[config.mk]
export PLATFORM = sky130hd
export DESIGN_NAME = bus_fabric_top
export DESIGN_NICKNAME = d
export VERILOG_FILES = /design/src/logic/bus_pkg.sv /design/src/logic/bus_sender.sv /design/src/logic/bus_arbiter.sv /design/src/logic/bus_receiver.sv /design/src/logic/bus_fabric_top.sv
export SDC_FILE = /design/constraint.sdc
export NUM_CORES = 1
export LEC_CHECK = 0
export ABC_CLOCK_PERIOD_IN_PS = 7660
export BUFFER_PORTS_ARGS = -buffer_cell sky130_fd_sc_hd__buf_2
export CORE_AREA = 10 10 249 251
export DETAILED_ROUTE_END_ITERATION = 16
export DIE_AREA = 0 0 259 261
export PLACE_DENSITY = 0.7
export REMOVE_ABC_BUFFERS = 1
export SKIP_LAST_GASP = 1
export SYNTH_ARGS = -nofsm -noshare
export SYNTH_HDL_FRONTEND = slang
export SYNTH_SLANG_ARGS = --single-unit
[constraint.sdc]
create_clock -name clk_bus -period 7.66 [get_ports clk_bus]
set_clock_uncertainty 0.05 [all_clocks]
set_input_delay 0 -clock clk_bus [delete_from_list [all_inputs] [get_ports clk_bus]]
set_output_delay 0 -clock clk_bus [all_outputs]
set_load 0.02 [all_outputs]
[src/logic/bus_pkg.sv]
package bus_pkg;

    // ########################################
    // bus geometry
    // ########################################
    parameter int BUS_W  = 73;
    parameter int ADDR_W = 15;
    parameter int WORD_W = 32;
    parameter int LOC_W  = 4;
    parameter int SIZE_W = 16;
    parameter int MASK_W = 4;
    parameter int SLOT_W = 2;
    parameter int LINE_W = MASK_W * WORD_W;

    // field positions within one 73-bit beat.
    parameter int VALID_BIT = 0;
    parameter int ADDR_LSB  = 1;
    parameter int DATA_LSB  = 16;
    parameter int RET_LSB   = 48;
    parameter int DEST_LSB  = 52;
    parameter int RW_BIT    = 56;
    parameter int SIZE_LSB  = 57;

    typedef enum logic [2:0] {S_IDLE, S_WAIT_GRANT, S_HEADER, S_DATA, S_ACK_HOLD} sender_state_e;
    typedef enum logic [1:0] {RX_FREE, RX_ARMED, RX_CAPTURE, RX_FULL} rx_state_e;
    typedef enum logic {ARB_IDLE, ARB_BUSY} arb_state_e;

    // index of the lowest set bit, which is the next word slot to move.
    function automatic logic [SLOT_W-1:0] low_slot(input logic [MASK_W-1:0] m);
        logic [SLOT_W-1:0] idx;
        idx = '0;
        for (int i = MASK_W - 1; i >= 0; i--) begin
            if (m[i]) begin
                idx = SLOT_W'(i);
            end
        end
        return idx;
    endfunction

    // the mask that is left once the lowest slot has been moved.
    function automatic logic [MASK_W-1:0] clear_low(input logic [MASK_W-1:0] m);
        return m & (m - MASK_W'(1));
    endfunction

endpackage

[src/logic/bus_sender.sv]
`timescale 1ns/1ps

module bus_sender (
    input  logic                        clk_bus,
    input  logic                        arst_n,
    input  logic                        req,
    input  logic [bus_pkg::ADDR_W-1:0]  addr,
    input  logic [bus_pkg::LINE_W-1:0]  data,
    input  logic [bus_pkg::MASK_W-1:0]  mask,
    input  logic [bus_pkg::LOC_W-1:0]   dest,
    input  logic [bus_pkg::LOC_W-1:0]   return_id,
    input  logic                        rw,
    input  logic                        grant,
    output logic                        ack,
    output logic                        bus_req,
    output logic [bus_pkg::LOC_W-1:0]   bus_dest,
    output logic [bus_pkg::BUS_W-1:0]   bus_word,
    output logic                        done
);

    bus_pkg::sender_state_e state;

    logic [bus_pkg::MASK_W-1:0] mask_left;
    logic [bus_pkg::MASK_W-1:0] mask_q;
    logic [bus_pkg::ADDR_W-1:0] addr_q;
    logic [bus_pkg::LINE_W-1:0] data_q;
    logic [bus_pkg::LOC_W-1:0]  ret_q;
    logic                       rw_q;
    logic                       last_data;

    assign last_data = (bus_pkg::clear_low(mask_left) == '0);
    assign bus_req   = (state == bus_pkg::S_WAIT_GRANT);
    assign ack       = (state == bus_pkg::S_ACK_HOLD);
    assign done      = ((state == bus_pkg::S_HEADER) && (mask_left == '0)) ||
                       ((state == bus_pkg::S_DATA) && last_data);

    // ########################################
    // handshake and beat sequencing
    // ########################################
    always_ff @(posedge clk_bus or negedge arst_n) begin
        if (!arst_n) begin
            state     <= bus_pkg::S_IDLE;
            mask_left <= '0;
            bus_dest  <= '0;
        end else begin
            case (state)
                bus_pkg::S_IDLE: begin
                    if (req) begin
                        mask_left <= mask;
                        bus_dest  <= dest;
                        state     <= bus_pkg::S_WAIT_GRANT;
                    end
                end
                bus_pkg::S_WAIT_GRANT: begin
                    if (grant) begin
                        state <= bus_pkg::S_HEADER;
                    end
                end
                bus_pkg::S_HEADER: begin
                    // a header-only transfer finishes here.
                    state <= (mask_left == '0) ? bus_pkg::S_ACK_HOLD : bus_pkg::S_DATA;
                end
                bus_pkg::S_DATA: begin
                    mask_left <= bus_pkg::clear_low(mask_left);
                    if (last_data) begin
                        state <= bus_pkg::S_ACK_HOLD;
                    end
                end
                default: begin
                    if (!req) begin
                        state <= bus_pkg::S_IDLE;
                    end
                end
            endcase
        end
    end

    // the transfer itself, captured when the core request is taken.
    always_ff @(posedge clk_bus) begin
        if ((state == bus_pkg::S_IDLE) && req) begin
            addr_q <= addr;
            data_q <= data;
            mask_q <= mask;
            ret_q  <= return_id;
            rw_q   <= rw;
        end
    end

    always_comb begin
        bus_word = '0;
        if (state == bus_pkg::S_HEADER) begin
            bus_word[bus_pkg::VALID_BIT]                     = 1'b1;
            bus_word[bus_pkg::ADDR_LSB +: bus_pkg::ADDR_W]   = addr_q;
            bus_word[bus_pkg::RET_LSB +: bus_pkg::LOC_W]     = ret_q;
            bus_word[bus_pkg::DEST_LSB +: bus_pkg::LOC_W]    = bus_dest;
            bus_word[bus_pkg::RW_BIT]                        = rw_q;
            bus_word[bus_pkg::SIZE_LSB +: bus_pkg::MASK_W]   = mask_q;
        end else if (state == bus_pkg::S_DATA) begin
            bus_word[bus_pkg::VALID_BIT]                     = 1'b1;
            bus_word[bus_pkg::DATA_LSB +: bus_pkg::WORD_W]   =
                data_q[bus_pkg::low_slot(mask_left) * bus_pkg::WORD_W +: bus_pkg::WORD_W];
            bus_word[bus_pkg::DEST_LSB +: bus_pkg::LOC_W]    = bus_dest;
        end
    end

    // the arbiter only grants senders that are asking for the bus.
    a_grant_needs_req: assert property (
        @(posedge clk_bus) disable iff (!arst_n) grant |-> bus_req
    );

endmodule

[src/logic/bus_arbiter.sv]
`timescale 1ns/1ps

module bus_arbiter #(
    parameter int NUM_TX = 2,
    parameter int NUM_RX = 2
) (
    input  logic                                  clk_bus,
    input  logic                                  arst_n,
    input  logic [NUM_TX-1:0]                     bus_req,
    input  logic [NUM_TX-1:0][bus_pkg::LOC_W-1:0] bus_dest,
    input  logic [NUM_TX-1:0][bus_pkg::BUS_W-1:0] bus_word,
    input  logic [NUM_TX-1:0]                     done,
    input  logic [NUM_RX-1:0]                     free_bau,
    output logic [NUM_TX-1:0]                     grant,
    output logic [NUM_RX-1:0]                     set_receiver,
    output logic [bus_pkg::BUS_W-1:0]             bus
);

    localparam int TX_W = (NUM_TX > 1) ? $clog2(NUM_TX) : 1;

    bus_pkg::arb_state_e state;

    logic [TX_W-1:0] rr_ptr;
    logic [TX_W-1:0] owner;
    logic [TX_W-1:0] pick;
    logic            pick_ok;

    // ########################################
    // round-robin choice
    // ########################################
    // the search starts at rr_ptr and skips senders whose receiver is busy.
    always_comb begin
        int   j;
        logic dest_free;
        pick    = '0;
        pick_ok = 1'b0;
        for (int i = 0; i < NUM_TX; i++) begin
            j = int'(rr_ptr) + i;
            if (j >= NUM_TX) begin
                j = j - NUM_TX;
            end
            dest_free = 1'b0;
            for (int r = 0; r < NUM_RX; r++) begin
                if ((int'(bus_dest[j]) == r) && free_bau[r]) begin
                    dest_free = 1'b1;
                end
            end
            if (!pick_ok && bus_req[j] && dest_free) begin
                pick    = TX_W'(j);
                pick_ok = 1'b1;
            end
        end
    end

    always_ff @(posedge clk_bus or negedge arst_n) begin
        if (!arst_n) begin
            state        <= bus_pkg::ARB_IDLE;
            rr_ptr       <= '0;
            owner        <= '0;
            grant        <= '0;
            set_receiver <= '0;
        end else begin
            grant        <= '0;
            set_receiver <= '0;
            if (state == bus_pkg::ARB_IDLE) begin
                if (pick_ok) begin
                    grant[pick] <= 1'b1;
                    for (int r = 0; r < NUM_RX; r++) begin
                        set_receiver[r] <= (int'(bus_dest[pick]) == r);
                    end
                    owner  <= pick;
                    rr_ptr <= (int'(pick) == NUM_TX - 1) ? '0 : pick + TX_W'(1);
                    state  <= bus_pkg::ARB_BUSY;
                end
            end else if (done[owner]) begin
                state <= bus_pkg::ARB_IDLE;
            end
        end
    end

    // the bus is quiet whenever nobody owns it.
    assign bus = (state == bus_pkg::ARB_BUSY) ? bus_word[owner] : '0;

    a_grant_onehot: assert property (
        @(posedge clk_bus) disable iff (!arst_n) $onehot0(grant)
    );

    // a grant is only ever the result of a decision taken while idle.
    a_grant_from_idle: assert property (
        @(posedge clk_bus) disable iff (!arst_n) (|grant) |-> $past(state) == bus_pkg::ARB_IDLE
    );

endmodule

[src/logic/bus_receiver.sv]
`timescale 1ns/1ps

module bus_receiver #(
    parameter int LOC = 0
) (
    input  logic                        clk_bus,
    input  logic                        arst_n,
    input  logic [bus_pkg::BUS_W-1:0]   bus,
    input  logic                        set_receiver,
    input  logic                        read,
    output logic                        full,
    output logic                        free_bau,
    output logic [bus_pkg::ADDR_W-1:0]  addr,
    output logic [bus_pkg::LINE_W-1:0]  data,
    output logic [bus_pkg::LOC_W-1:0]   return_id,
    output logic [bus_pkg::LOC_W-1:0]   dest,
    output logic                        rw,
    output logic [bus_pkg::SIZE_W-1:0]  size
);

    bus_pkg::rx_state_e state;

    logic [bus_pkg::MASK_W-1:0] mask_left;
    logic                       bus_valid;
    logic [bus_pkg::LOC_W-1:0]  bus_dest;
    logic [bus_pkg::MASK_W-1:0] bus_mask;
    logic [bus_pkg::SLOT_W-1:0] slot;

    assign bus_valid = bus[bus_pkg::VALID_BIT];
    assign bus_dest  = bus[bus_pkg::DEST_LSB +: bus_pkg::LOC_W];
    assign bus_mask  = bus[bus_pkg::SIZE_LSB +: bus_pkg::MASK_W];
    assign slot      = bus_pkg::low_slot(mask_left);

    assign free_bau = (state == bus_pkg::RX_FREE);
    assign full     = (state == bus_pkg::RX_FULL);

    // ########################################
    // capture FSM
    // ########################################
    always_ff @(posedge clk_bus or negedge arst_n) begin
        if (!arst_n) begin
            state     <= bus_pkg::RX_FREE;
            mask_left <= '0;
            addr      <= '0;
            data      <= '0;
            return_id <= '0;
            dest      <= '0;
            rw        <= 1'b0;
            size      <= '0;
        end else begin
            case (state)
                bus_pkg::RX_FREE: begin
                    if (set_receiver) begin
                        state <= bus_pkg::RX_ARMED;
                    end
                end
                bus_pkg::RX_ARMED: begin
                    if (bus_valid && (int'(bus_dest) == LOC)) begin
                        addr      <= bus[bus_pkg::ADDR_LSB +: bus_pkg::ADDR_W];
                        return_id <= bus[bus_pkg::RET_LSB +: bus_pkg::LOC_W];
                        dest      <= bus_dest;
                        rw        <= bus[bus_pkg::RW_BIT];
                        // the mask is kept in the top bits of size.
                        size      <= {bus_mask, {(bus_pkg::SIZE_W - bus_pkg::MASK_W){1'b0}}};
                        mask_left <= bus_mask;
                        state     <= (bus_mask == '0) ? bus_pkg::RX_FULL : bus_pkg::RX_CAPTURE;
                    end
                end
                bus_pkg::RX_CAPTURE: begin
                    if (bus_valid) begin
                        // slots outside the mask keep what they held before.
                        data[slot * bus_pkg::WORD_W +: bus_pkg::WORD_W] <=
                            bus[bus_pkg::DATA_LSB +: bus_pkg::WORD_W];
                        mask_left <= bus_pkg::clear_low(mask_left);
                        if (bus_pkg::clear_low(mask_left) == '0) begin
                            state <= bus_pkg::RX_FULL;
                        end
                    end
                end
                default: begin
                    if (read) begin
                        state <= bus_pkg::RX_FREE;
                    end
                end
            endcase
        end
    end

    // the arbiter must not arm a receiver that is still busy or unread.
    a_set_when_free: assert property (
        @(posedge clk_bus) disable iff (!arst_n) set_receiver |-> state == bus_pkg::RX_FREE
    );

endmodule

[src/logic/bus_fabric_top.sv]
`timescale 1ns/1ps

module bus_fabric_top #(
    parameter int NUM_TX = 2,
    parameter int NUM_RX = 2
) (
    input  logic                        clk_bus,
    input  logic                        arst_n,

    // core side of sender 0.
    input  logic                        tx_req_0,
    input  logic [bus_pkg::ADDR_W-1:0]  tx_addr_0,
    input  logic [bus_pkg::LINE_W-1:0]  tx_data_0,
    input  logic [bus_pkg::MASK_W-1:0]  tx_mask_0,
    input  logic [bus_pkg::LOC_W-1:0]   tx_dest_0,
    input  logic [bus_pkg::LOC_W-1:0]   tx_return_id_0,
    input  logic                        tx_rw_0,
    output logic                        tx_ack_0,

    // core side of sender 1.
    input  logic                        tx_req_1,
    input  logic [bus_pkg::ADDR_W-1:0]  tx_addr_1,
    input  logic [bus_pkg::LINE_W-1:0]  tx_data_1,
    input  logic [bus_pkg::MASK_W-1:0]  tx_mask_1,
    input  logic [bus_pkg::LOC_W-1:0]   tx_dest_1,
    input  logic [bus_pkg::LOC_W-1:0]   tx_return_id_1,
    input  logic                        tx_rw_1,
    output logic                        tx_ack_1,

    // consumer side of receiver 0.
    input  logic                        rx_read_0,
    output logic                        rx_full_0,
    output logic [bus_pkg::ADDR_W-1:0]  rx_addr_0,
    output logic [bus_pkg::LINE_W-1:0]  rx_data_0,
    output logic [bus_pkg::LOC_W-1:0]   rx_return_id_0,
    output logic [bus_pkg::LOC_W-1:0]   rx_dest_0,
    output logic                        rx_rw_0,
    output logic [bus_pkg::SIZE_W-1:0]  rx_size_0,

    // consumer side of receiver 1.
    input  logic                        rx_read_1,
    output logic                        rx_full_1,
    output logic [bus_pkg::ADDR_W-1:0]  rx_addr_1,
    output logic [bus_pkg::LINE_W-1:0]  rx_data_1,
    output logic [bus_pkg::LOC_W-1:0]   rx_return_id_1,
    output logic [bus_pkg::LOC_W-1:0]   rx_dest_1,
    output logic                        rx_rw_1,
    output logic [bus_pkg::SIZE_W-1:0]  rx_size_1
);

    logic [NUM_TX-1:0]                     bus_req;
    logic [NUM_TX-1:0][bus_pkg::LOC_W-1:0] bus_dest;
    logic [NUM_TX-1:0][bus_pkg::BUS_W-1:0] bus_word;
    logic [NUM_TX-1:0]                     done;
    logic [NUM_TX-1:0]                     grant;
    logic [NUM_RX-1:0]                     set_receiver;
    logic [NUM_RX-1:0]                     free_bau;
    logic [bus_pkg::BUS_W-1:0]             bus;

    bus_sender i_sender_0 (
        .clk_bus(clk_bus), .arst_n(arst_n),
        .req(tx_req_0), .addr(tx_addr_0), .data(tx_data_0), .mask(tx_mask_0),
        .dest(tx_dest_0), .return_id(tx_return_id_0), .rw(tx_rw_0),
        .grant(grant[0]), .ack(tx_ack_0), .bus_req(bus_req[0]),
        .bus_dest(bus_dest[0]), .bus_word(bus_word[0]), .done(done[0])
    );

    bus_sender i_sender_1 (
        .clk_bus(clk_bus), .arst_n(arst_n),
        .req(tx_req_1), .addr(tx_addr_1), .data(tx_data_1), .mask(tx_mask_1),
        .dest(tx_dest_1), .return_id(tx_return_id_1), .rw(tx_rw_1),
        .grant(grant[1]), .ack(tx_ack_1), .bus_req(bus_req[1]),
        .bus_dest(bus_dest[1]), .bus_word(bus_word[1]), .done(done[1])
    );

    bus_arbiter #(.NUM_TX(NUM_TX), .NUM_RX(NUM_RX)) i_bau (
        .clk_bus(clk_bus), .arst_n(arst_n),
        .bus_req(bus_req), .bus_dest(bus_dest), .bus_word(bus_word), .done(done),
        .free_bau(free_bau), .grant(grant), .set_receiver(set_receiver), .bus(bus)
    );

    bus_receiver #(.LOC(0)) i_receiver_0 (
        .clk_bus(clk_bus), .arst_n(arst_n), .bus(bus),
        .set_receiver(set_receiver[0]), .read(rx_read_0),
        .full(rx_full_0), .free_bau(free_bau[0]), .addr(rx_addr_0), .data(rx_data_0),
        .return_id(rx_return_id_0), .dest(rx_dest_0), .rw(rx_rw_0), .size(rx_size_0)
    );

    bus_receiver #(.LOC(1)) i_receiver_1 (
        .clk_bus(clk_bus), .arst_n(arst_n), .bus(bus),
        .set_receiver(set_receiver[1]), .read(rx_read_1),
        .full(rx_full_1), .free_bau(free_bau[1]), .addr(rx_addr_1), .data(rx_data_1),
        .return_id(rx_return_id_1), .dest(rx_dest_1), .rw(rx_rw_1), .size(rx_size_1)
    );

endmodule

==> impl_metrics.csv, run 1 <==
group,metric,value,unit
cts,cts_hold_buf,332,
worst_setup_path,crit_path_max_incr_delay,1.33,ns
layout,nNetsFinal,3072,
global_route,grt_pass1_wl,141000,um
worst_setup_path,reg2reg_from,"i_bau.state",
die,die_w,259,um
worst_setup_path,crit_chain,"nand4b_1 > nand2_1 > nand3_2 > or4_2 > o21ai_0",
logic_synthesis,synth.distinct_cells,62,
route,drtIter0Drc,1915,
worst_setup_path,path_buf_inv,0,
pwr,p_leak,0.0152,uW
pwr,p_per_area,292,mW/mm^2
worst_setup_path,critical_path_required,8.13,ns
worst_setup_path,worstPathMaxFanout,33,
timing,setup_violations,0,
cts,htree_levels,3,
layout,multiInputGateArea,0.00656,mm^2
layout,fillers,4249,
die,dieArea,0.0676,mm^2
placement,dp_hpwl,62400,um
route,vias,19700,
layout,drive_above_1_share,0.320,
logic_synthesis,yosysSeqAreaShare,0.718,
global_route,antenna_found_initial,6,
cts,clk_pin_slew,0.07,ns
cts,post_cts_resized,0,
layout,final_cell_mix,"632 x buf_2, 353 x dfrtp_1, 347 x nand2_1",
route,postRouteAntennaNets,0,
layout,layout_commonest_cell,"buf_2",
cts,postCtsSetupBuffers,0,
timing,report.final.slew_viol_count,0,
placement,place.gp.congestion,0.875,
logic_synthesis,postSynthCellCount,1783,
layout,final_util,0.607,
route,drt_wl_total,96900,um
logic_synthesis,synth_edf_count,304,
timing,max-slew-margin-rel,0.305,
flow_run,cap_violations,0,
worst_setup_path,reg2regPathDepth,5,
worst_setup_path,worst_ep_arrival_time,4.48,ns
logic_synthesis,syn_area,0.0250,mm^2
timing,holdWs,0.0330,ns
timing,min_period,4.01,ns
die,start_util,0.438,
pwr,peakVddDrop,0.224,mV
hold_path,worstHoldStart,"tx_data_1[12]",
layout,register_area,0.0180,mm^2
cts,cts_sinks,657,
die,core_area,0.0571,mm^2
pwr,p_int,7120,uW
cts,cts_tree,"yes",
route,wl_per_cell,27.1,um
cts,cts_buffer_depth,3,
timing,rsz0062_at_grt,"no",
worst_setup_path,rrSetupSlack,3.65,ns
cts,clock_latency,0.62,ns
logic_synthesis,synth-seq-cells,657,
timing,finalHoldViolCount,0,
layout,area_delta_synth_final,38.7,%
die,pin_count,658,
global_route,grt_pass1_vias,21000,
cts,cts_made_buffers,71,
route,drc,0,
placement,numPortBuffers,633,
logic_synthesis,ys_warn_count,0,
worst_setup_path,crit_type,"register to register",
pwr,combPwrFrac,0.216,
pwr,power.net_switching,3010,uW
timing,fmax,249,MHz
die,rows,88,
global_route,track_usage,0.282,
hold_path,hold_path_class,"input pin to register",
pwr,swShare,0.297,
worst_setup_path,timing.rr.end,"i_receiver_1.data[112]",
route,vias_per_cell,5.53,
logic_synthesis,synth_flop_cell,"dfrtp_1",
route,first_pass_iters,6,
timing,tightest_slew,1.04,ns
logic_synthesis,async_flop_share,0.537,
die,die_h,261,um
cts,root_buffer,"clkbuf_16",
hold_path,holdPathEnd,"i_sender_1.data_q[12]",
global_route,grt_start_max_net_pins,173,
worst_setup_path,cp_top_family,"simple AND/OR/NAND/NOR gates",
hold_path,min_path_cells,2,
worst_setup_path,slowest_stage,"or4_2",
worst_setup_path,crit_path_end_kind,"register",
pwr,p_seq_frac,0.433,
timing,fin_crit_sh,0.523,
pwr,clkPwrFrac,0.350,
logic_synthesis,syn_area_per_cell,14.0,um^2
worst_setup_path,critPathLaunchType,"register",
status,status,"finished clean",
pwr,power,10100,uW
global_route,overflow,0,
[area by class of cell]
class | instances | area share
antenna | 8 | 0.000577
sequential | 657 | 0.518
clock buffer | 95 | 0.0570
clock inverter | 37 | 0.0127
timing repair buffer | 986 | 0.193
tap | 765 | 0.0276
multi-input combinational | 1000 | 0.189
inverter | 23 | 0.00249
[per-layer routing]
layer,vias to the layer above,global-route usage,share of wire
li1,8342,-,-
met1,9840,0.313,0.34
met2,1232,0.475,0.50
met3,329,0.0817,0.094
met4,2,0.176,0.070
met5,-,0,0.00013
[cells in the mapped netlist, drive strengths merged, types with 2 or more instances]
master | number | area (um^2)
a2111oi | 2 | 55.1
o21ai | 334 | 1680
or4 | 5 | 37.5
nor4 | 4 | 25.0
nor3b | 3 | 22.5
a31oi | 3 | 18.8
or3 | 4 | 25.0
o22ai | 4 | 25.0
mux2 | 8 | 90.1
o21bai | 3 | 22.5
a211oi | 3 | 22.5
nand2b | 7 | 43.8
nand3 | 11 | 70.1
o32ai | 2 | 17.5
nor4b | 2 | 23.8
clkbuf | 76 | 285
a22o | 27 | 236
inv | 23 | 86.3
a32oi | 4 | 35.0
nor2 | 21 | 78.8
nor2b | 9 | 56.3
ha | 15 | 188
a22oi | 33 | 398
o31ai | 8 | 60.1
a21oi | 7 | 35.0
buf | 50 | 310
mux4 | 64 | 1440
nor3 | 5 | 25.0
nand4b | 2 | 17.5
nand2 | 347 | 1300
maj3 | 2 | 20.0
edfxtp | 304 | 9130
dfrtp | 353 | 8830
o21a | 2 | 15.0
a21o | 4 | 30.0
and2 | 14 | 88.8
[logic make-up (layout without fill, tap and decap cells)]
family                     Yosys count  count (layout)  share of synthesized area
buffers and inverters              149            1141                     0.0273
other                                1              32                   0.000150
muxes                               73              73                     0.0616
AOI/OAI and AO/OA                  446             446                      0.110
adders and majority gates           17              17                    0.00831
DFF                                657             657                      0.718
and+or+nand+nor                    440             440                     0.0748
[power groups by stage]
stage               Combinational [uW]  Sequential (uW)  Clock [uW]
floorplan                         1300             4490           0
global placement                  2000             4410           0
detailed placement                2030             4440           0
CTS                               2170             4370        3550
global route                      2340             4430        3730
finish                            2190             4390        3550
[how the worst max path moves through the flow]
stage,cells past startpoint,endpoint,start
floorplan,2,i_sender_0.bus_dest[1],i_sender_0.state[0]
global placement,5,i_receiver_1.data[65],i_bau.state
detailed placement,5,i_receiver_1.data[65],i_bau.state
CTS,5,i_receiver_0.data[114],i_bau.state
global route,5,i_receiver_0.data[114],i_bau.state
finish,5,i_receiver_1.data[112],i_bau.state
[state kept, by name (all words and copies together), names as in the netlist, 15 cells and up]
register,flops
i_sender_1.data_q,128
i_sender_0.addr_q,15
i_sender_1.addr_q,15
i_receiver_1.addr,15
i_receiver_0.addr,15
i_receiver_1.data,128
i_sender_0.data_q,128
i_receiver_0.data,128
[through the flow]
stage	setup WS, ns	instance area [um^2]	instances	TNS [ns]
after floorplan	-11.43	24500	1680	-1667.43
after global placement	3.97	28900	3099	0
after detailed placement	3.75	28900	3099	0
after CTS	3.75	34700	3563	0
after global routing	3.41	34700	3568	0
final	3.65	34700	3571	0
No activity file was read; power rests on OpenSTA's default activity.
==> inputs of run 2 (changes only) <==
--- a/config.mk
+++ b/config.mk
@@ -5,12 +5,13 @@
 export SDC_FILE = /design/constraint.sdc
 export NUM_CORES = 1
 export LEC_CHECK = 0
-export ABC_CLOCK_PERIOD_IN_PS = 7660
+export ABC_AREA = 1
+export ABC_CLOCK_PERIOD_IN_PS = 3800
 export BUFFER_PORTS_ARGS = -buffer_cell sky130_fd_sc_hd__buf_2
-export CORE_AREA = 10 10 249 251
+export CORE_AREA = 10 10 247 249
 export DETAILED_ROUTE_END_ITERATION = 16
-export DIE_AREA = 0 0 259 261
-export PLACE_DENSITY = 0.7
+export DIE_AREA = 0 0 257 259
+export PLACE_DENSITY = 0.77
 export REMOVE_ABC_BUFFERS = 1
 export SKIP_LAST_GASP = 1
 export SYNTH_ARGS = -nofsm -noshare
==> constraint.sdc (replaced) <==
create_clock -name clk_bus -period 3.8 [get_ports clk_bus]
set_clock_uncertainty 0.05 [all_clocks]
set_input_delay 0 -clock clk_bus [delete_from_list [all_inputs] [get_ports clk_bus]]
set_output_delay 0 -clock clk_bus [all_outputs]
set_load 0.02 [all_outputs]
==> run 2 against run 1 <==
Against the previous run: routed wire length increased by 17%; power increased by 140%; non-clock buffer count increased by 20; combinational power increased to 3.8 times the previous value; the flow now finishes with violations (hold timing); fmax increased by 33%; first-iteration DRC count increased by 92%.
==> impl_metrics.csv, run 2 <==
group,metric,value,unit
route,vias,26700,
global_route,grt_pass1_vias,27000,
logic_synthesis,yosysSeqAreaShare,0.637,
layout,fillers,3985,
die,die_w,257,um
logic_synthesis,syn_area,0.0282,mm^2
layout,final_cell_mix,"632 x buf_2, 580 x nand2_1, 352 x dfrtp_1",
worst_setup_path,timing.rr.end,"i_receiver_0.data[41]",
cts,root_buffer,"clkbuf_16",
timing,min_period,3.02,ns
timing,rsz0062_at_grt,"no",
logic_synthesis,synth.area.top_cells,"edfxtp_1 32%, dfrtp_1 31%, nand2_1 7.8%",
route,wl_per_cell,24.7,um
die,rows,87,
pwr,p_per_area,648,mW/mm^2
logic_synthesis,synth_common_cells,"584 x nand2_1, 353 x dfrtp_1, 347 x nand3_1",
layout,multiInputGateArea,0.00818,mm^2
worst_setup_path,worstPathMaxFanout,17,
worst_setup_path,startpoint,"i_sender_0.mask_left[0]",
layout,register_area,0.0180,mm^2
route,drtIter0Drc,3683,
timing,layout_setup_ws,0.781,ns
worst_setup_path,critical_path_required,4.28,ns
global_route,overflow,0,
route,first_pass_iters,6,
status,status,"finished, violations left",
logic_synthesis,syn_area_per_cell,9.86,um^2
timing,report.final.slew_viol_count,0,
cts,htree_levels,3,
status,violations,"hold timing",
die,dieArea,0.0666,mm^2
worst_setup_path,reg2reg_from,"i_sender_0.mask_left[0]",
logic_synthesis,ys_warn_count,0,
cts,cts_made_buffers,70,
route,postRouteAntennaNets,0,
timing,max-slew-margin-rel,0.266,
worst_setup_path,crit_path_end_kind,"register",
layout,fin_area,0.0376,mm^2
worst_setup_path,crit_type,"register to register",
worst_setup_path,crit_end,"i_receiver_0.data[41]",
layout,nNetsFinal,4094,
pwr,p_leak,0.0179,uW
timing,setup_violations,0,
layout,fin_cells,4594,
logic_synthesis,async_flop_share,0.537,
hold_path,hold_path_class,"input pin to asynchronous set/reset pin",
pwr,peakVddDrop,0.667,mV
logic_synthesis,synth_area_leader_cell,"edfxtp_1",
worst_setup_path,worst_ep_arrival_time,3.50,ns
cts,cts_sinks,657,
cts,cts_buffer_depth,3,
timing,fmax,331,MHz
logic_synthesis,synth.mux.area_fraction,0,
placement,placed_area,0.0321,mm^2
cts,clk_pin_slew,0.06,ns
global_route,track_usage,0.332,
logic_synthesis,yosysTopAreaCellShare,0.324,
die,start_util,0.504,
logic_synthesis,synth-seq-cells,657,
logic_synthesis,synth.distinct_cells,35,
cts,clock_latency,0.63,ns
timing,tns,0,ns
placement,dp_hpwl,66300,um
logic_synthesis,synth_xor_area_frac,0,
global_route,grt_start_max_net_pins,166,
timing,finalHoldViolCount,21,
placement,dp_cells,4126,
logic_synthesis,synth-adder-area-share,0.00666,
die,pin_count,658,
route,drc,0,
timing,holdWs,-0.0440,ns
logic_synthesis,synth_edf_count,304,
die,die_h,259,um
worst_setup_path,critPathLaunchType,"register",
placement,place.gp.congestion,0.918,
layout,drive_above_1_share,0.216,
route,drt_wl_total,114000,um
cts,postCtsSetupBuffers,0,
die,core_area,0.0560,mm^2
logic_synthesis,synth_compound_area_frac,0.0805,
logic_synthesis,synthSimpleGateAreaFrac,0.197,
layout,layout_commonest_cell,"buf_2",
layout,area_delta_synth_final,33.5,%
cts,cts_tree,"yes",
route,vias_per_cell,5.82,
placement,post-place-ws,1.01,ns
logic_synthesis,yosys.cell_count.top_type,"nand2_1",
worst_setup_path,reg2regPathDepth,10,
logic_synthesis,postSynthCellCount,2859,
logic_synthesis,synth_top_family_by_area,"simple AND/OR/NAND/NOR gates",
layout,final_util,0.672,
global_route,grt_pass1_wl,169000,um
timing,tightest_slew,1.10,ns
worst_setup_path,rrSetupSlack,0.78,ns
placement,numPortBuffers,633,
logic_synthesis,synth_flop_cell,"dfrtp_1",
timing,fin_crit_sh,0.794,
global_route,antenna_found_initial,24,
flow_run,cap_violations,0,
## run 2: changes by cell type after synthesis, sizes merged, moves of 42 or more
cell,before,now
nand3,11,349
inv,23,348
nand2,347,587
nor2,21,176
o21ai,334,201
nand4,0,131
o21bai,3,129
mux4,64,0
clkbuf,76,118
## run 2: worst min path at each step
stage,slack [ns],endpoint,depth (start not counted)
2_1_floorplan,-0.35,i_bau.grant[0],0
3_3_place_gp,0.07,i_receiver_0.dest[0],1
3_5_place_dp,0.07,i_receiver_0.dest[0],1
4_1_cts,0.002,i_sender_0.data_q[66],2
5_1_grt,0.02,i_sender_1.addr_q[1],2
6_report,-0.04,i_receiver_0.dest[0],2
## run 2: timing repair
action	CTS	global route
gates resized for setup	0	0
hold buffers	319	0
endpoints found under the hold margin	454	0
## run 2: logic make-up (layout without fill, tap and decap cells)
family	Yosys count	in the layout
AOI/OAI and AO/OA	382	382
other	1	49
adders and majority gates	15	15
DFF	657	657
and+or+nand+nor	1254	1254
buffers and inverters	550	1481
## run 2: metal layers
metal  track usage  up-vias  wire [um]
li1              -    11300          -
met1         0.392    12600      38500
met2         0.520     2317      52100
met3         0.113      526      15200
met4         0.205        8       7820
met5             0        -         58
## run 2: layout make-up
type                       count  share of cell area
sequential                   657               0.478
multi-input combinational   1675               0.217
timing repair buffer        1006               0.183
clock buffer                  92              0.0512
inverter                     351              0.0351
tap                          756              0.0251
clock inverter                32             0.00885
antenna                       25             0.00166
## run 2: metrics by stage
stage	hold slack [ns]	total power (uW)
3_5_place_dp	0.0693	16800
3_3_place_gp	0.0727	16700
4_1_cts	0.00200	23800
6_report	-0.0440	24400
5_1_grt	0.0160	25300
2_1_floorplan	-0.346	13700
## run 2: worst max-delay path, cell delays in order (launching register included)
cell and delay (ns):
dfrtp_1 0.40, nor2_1 0.29, o21ai_4 0.10, inv_1 0.66
buf_12 0.27, nand3_1 0.10, nand2_1 0.09, nand2_1 0.05
nand2_1 0.42, nand4_1 0.25, o21bai_1 0.22
## run 2: power by group
part | switching [uW] | internal [uW] | leakage, uW | total, uW
logic | 6370 | 2060 | 0.00914 | 8430
clock network | 3020 | 3890 | 0.00110 | 6910
registers | 485 | 8570 | 0.00767 | 9050
total | 9880 | 14500 | 0.0179 | 24400
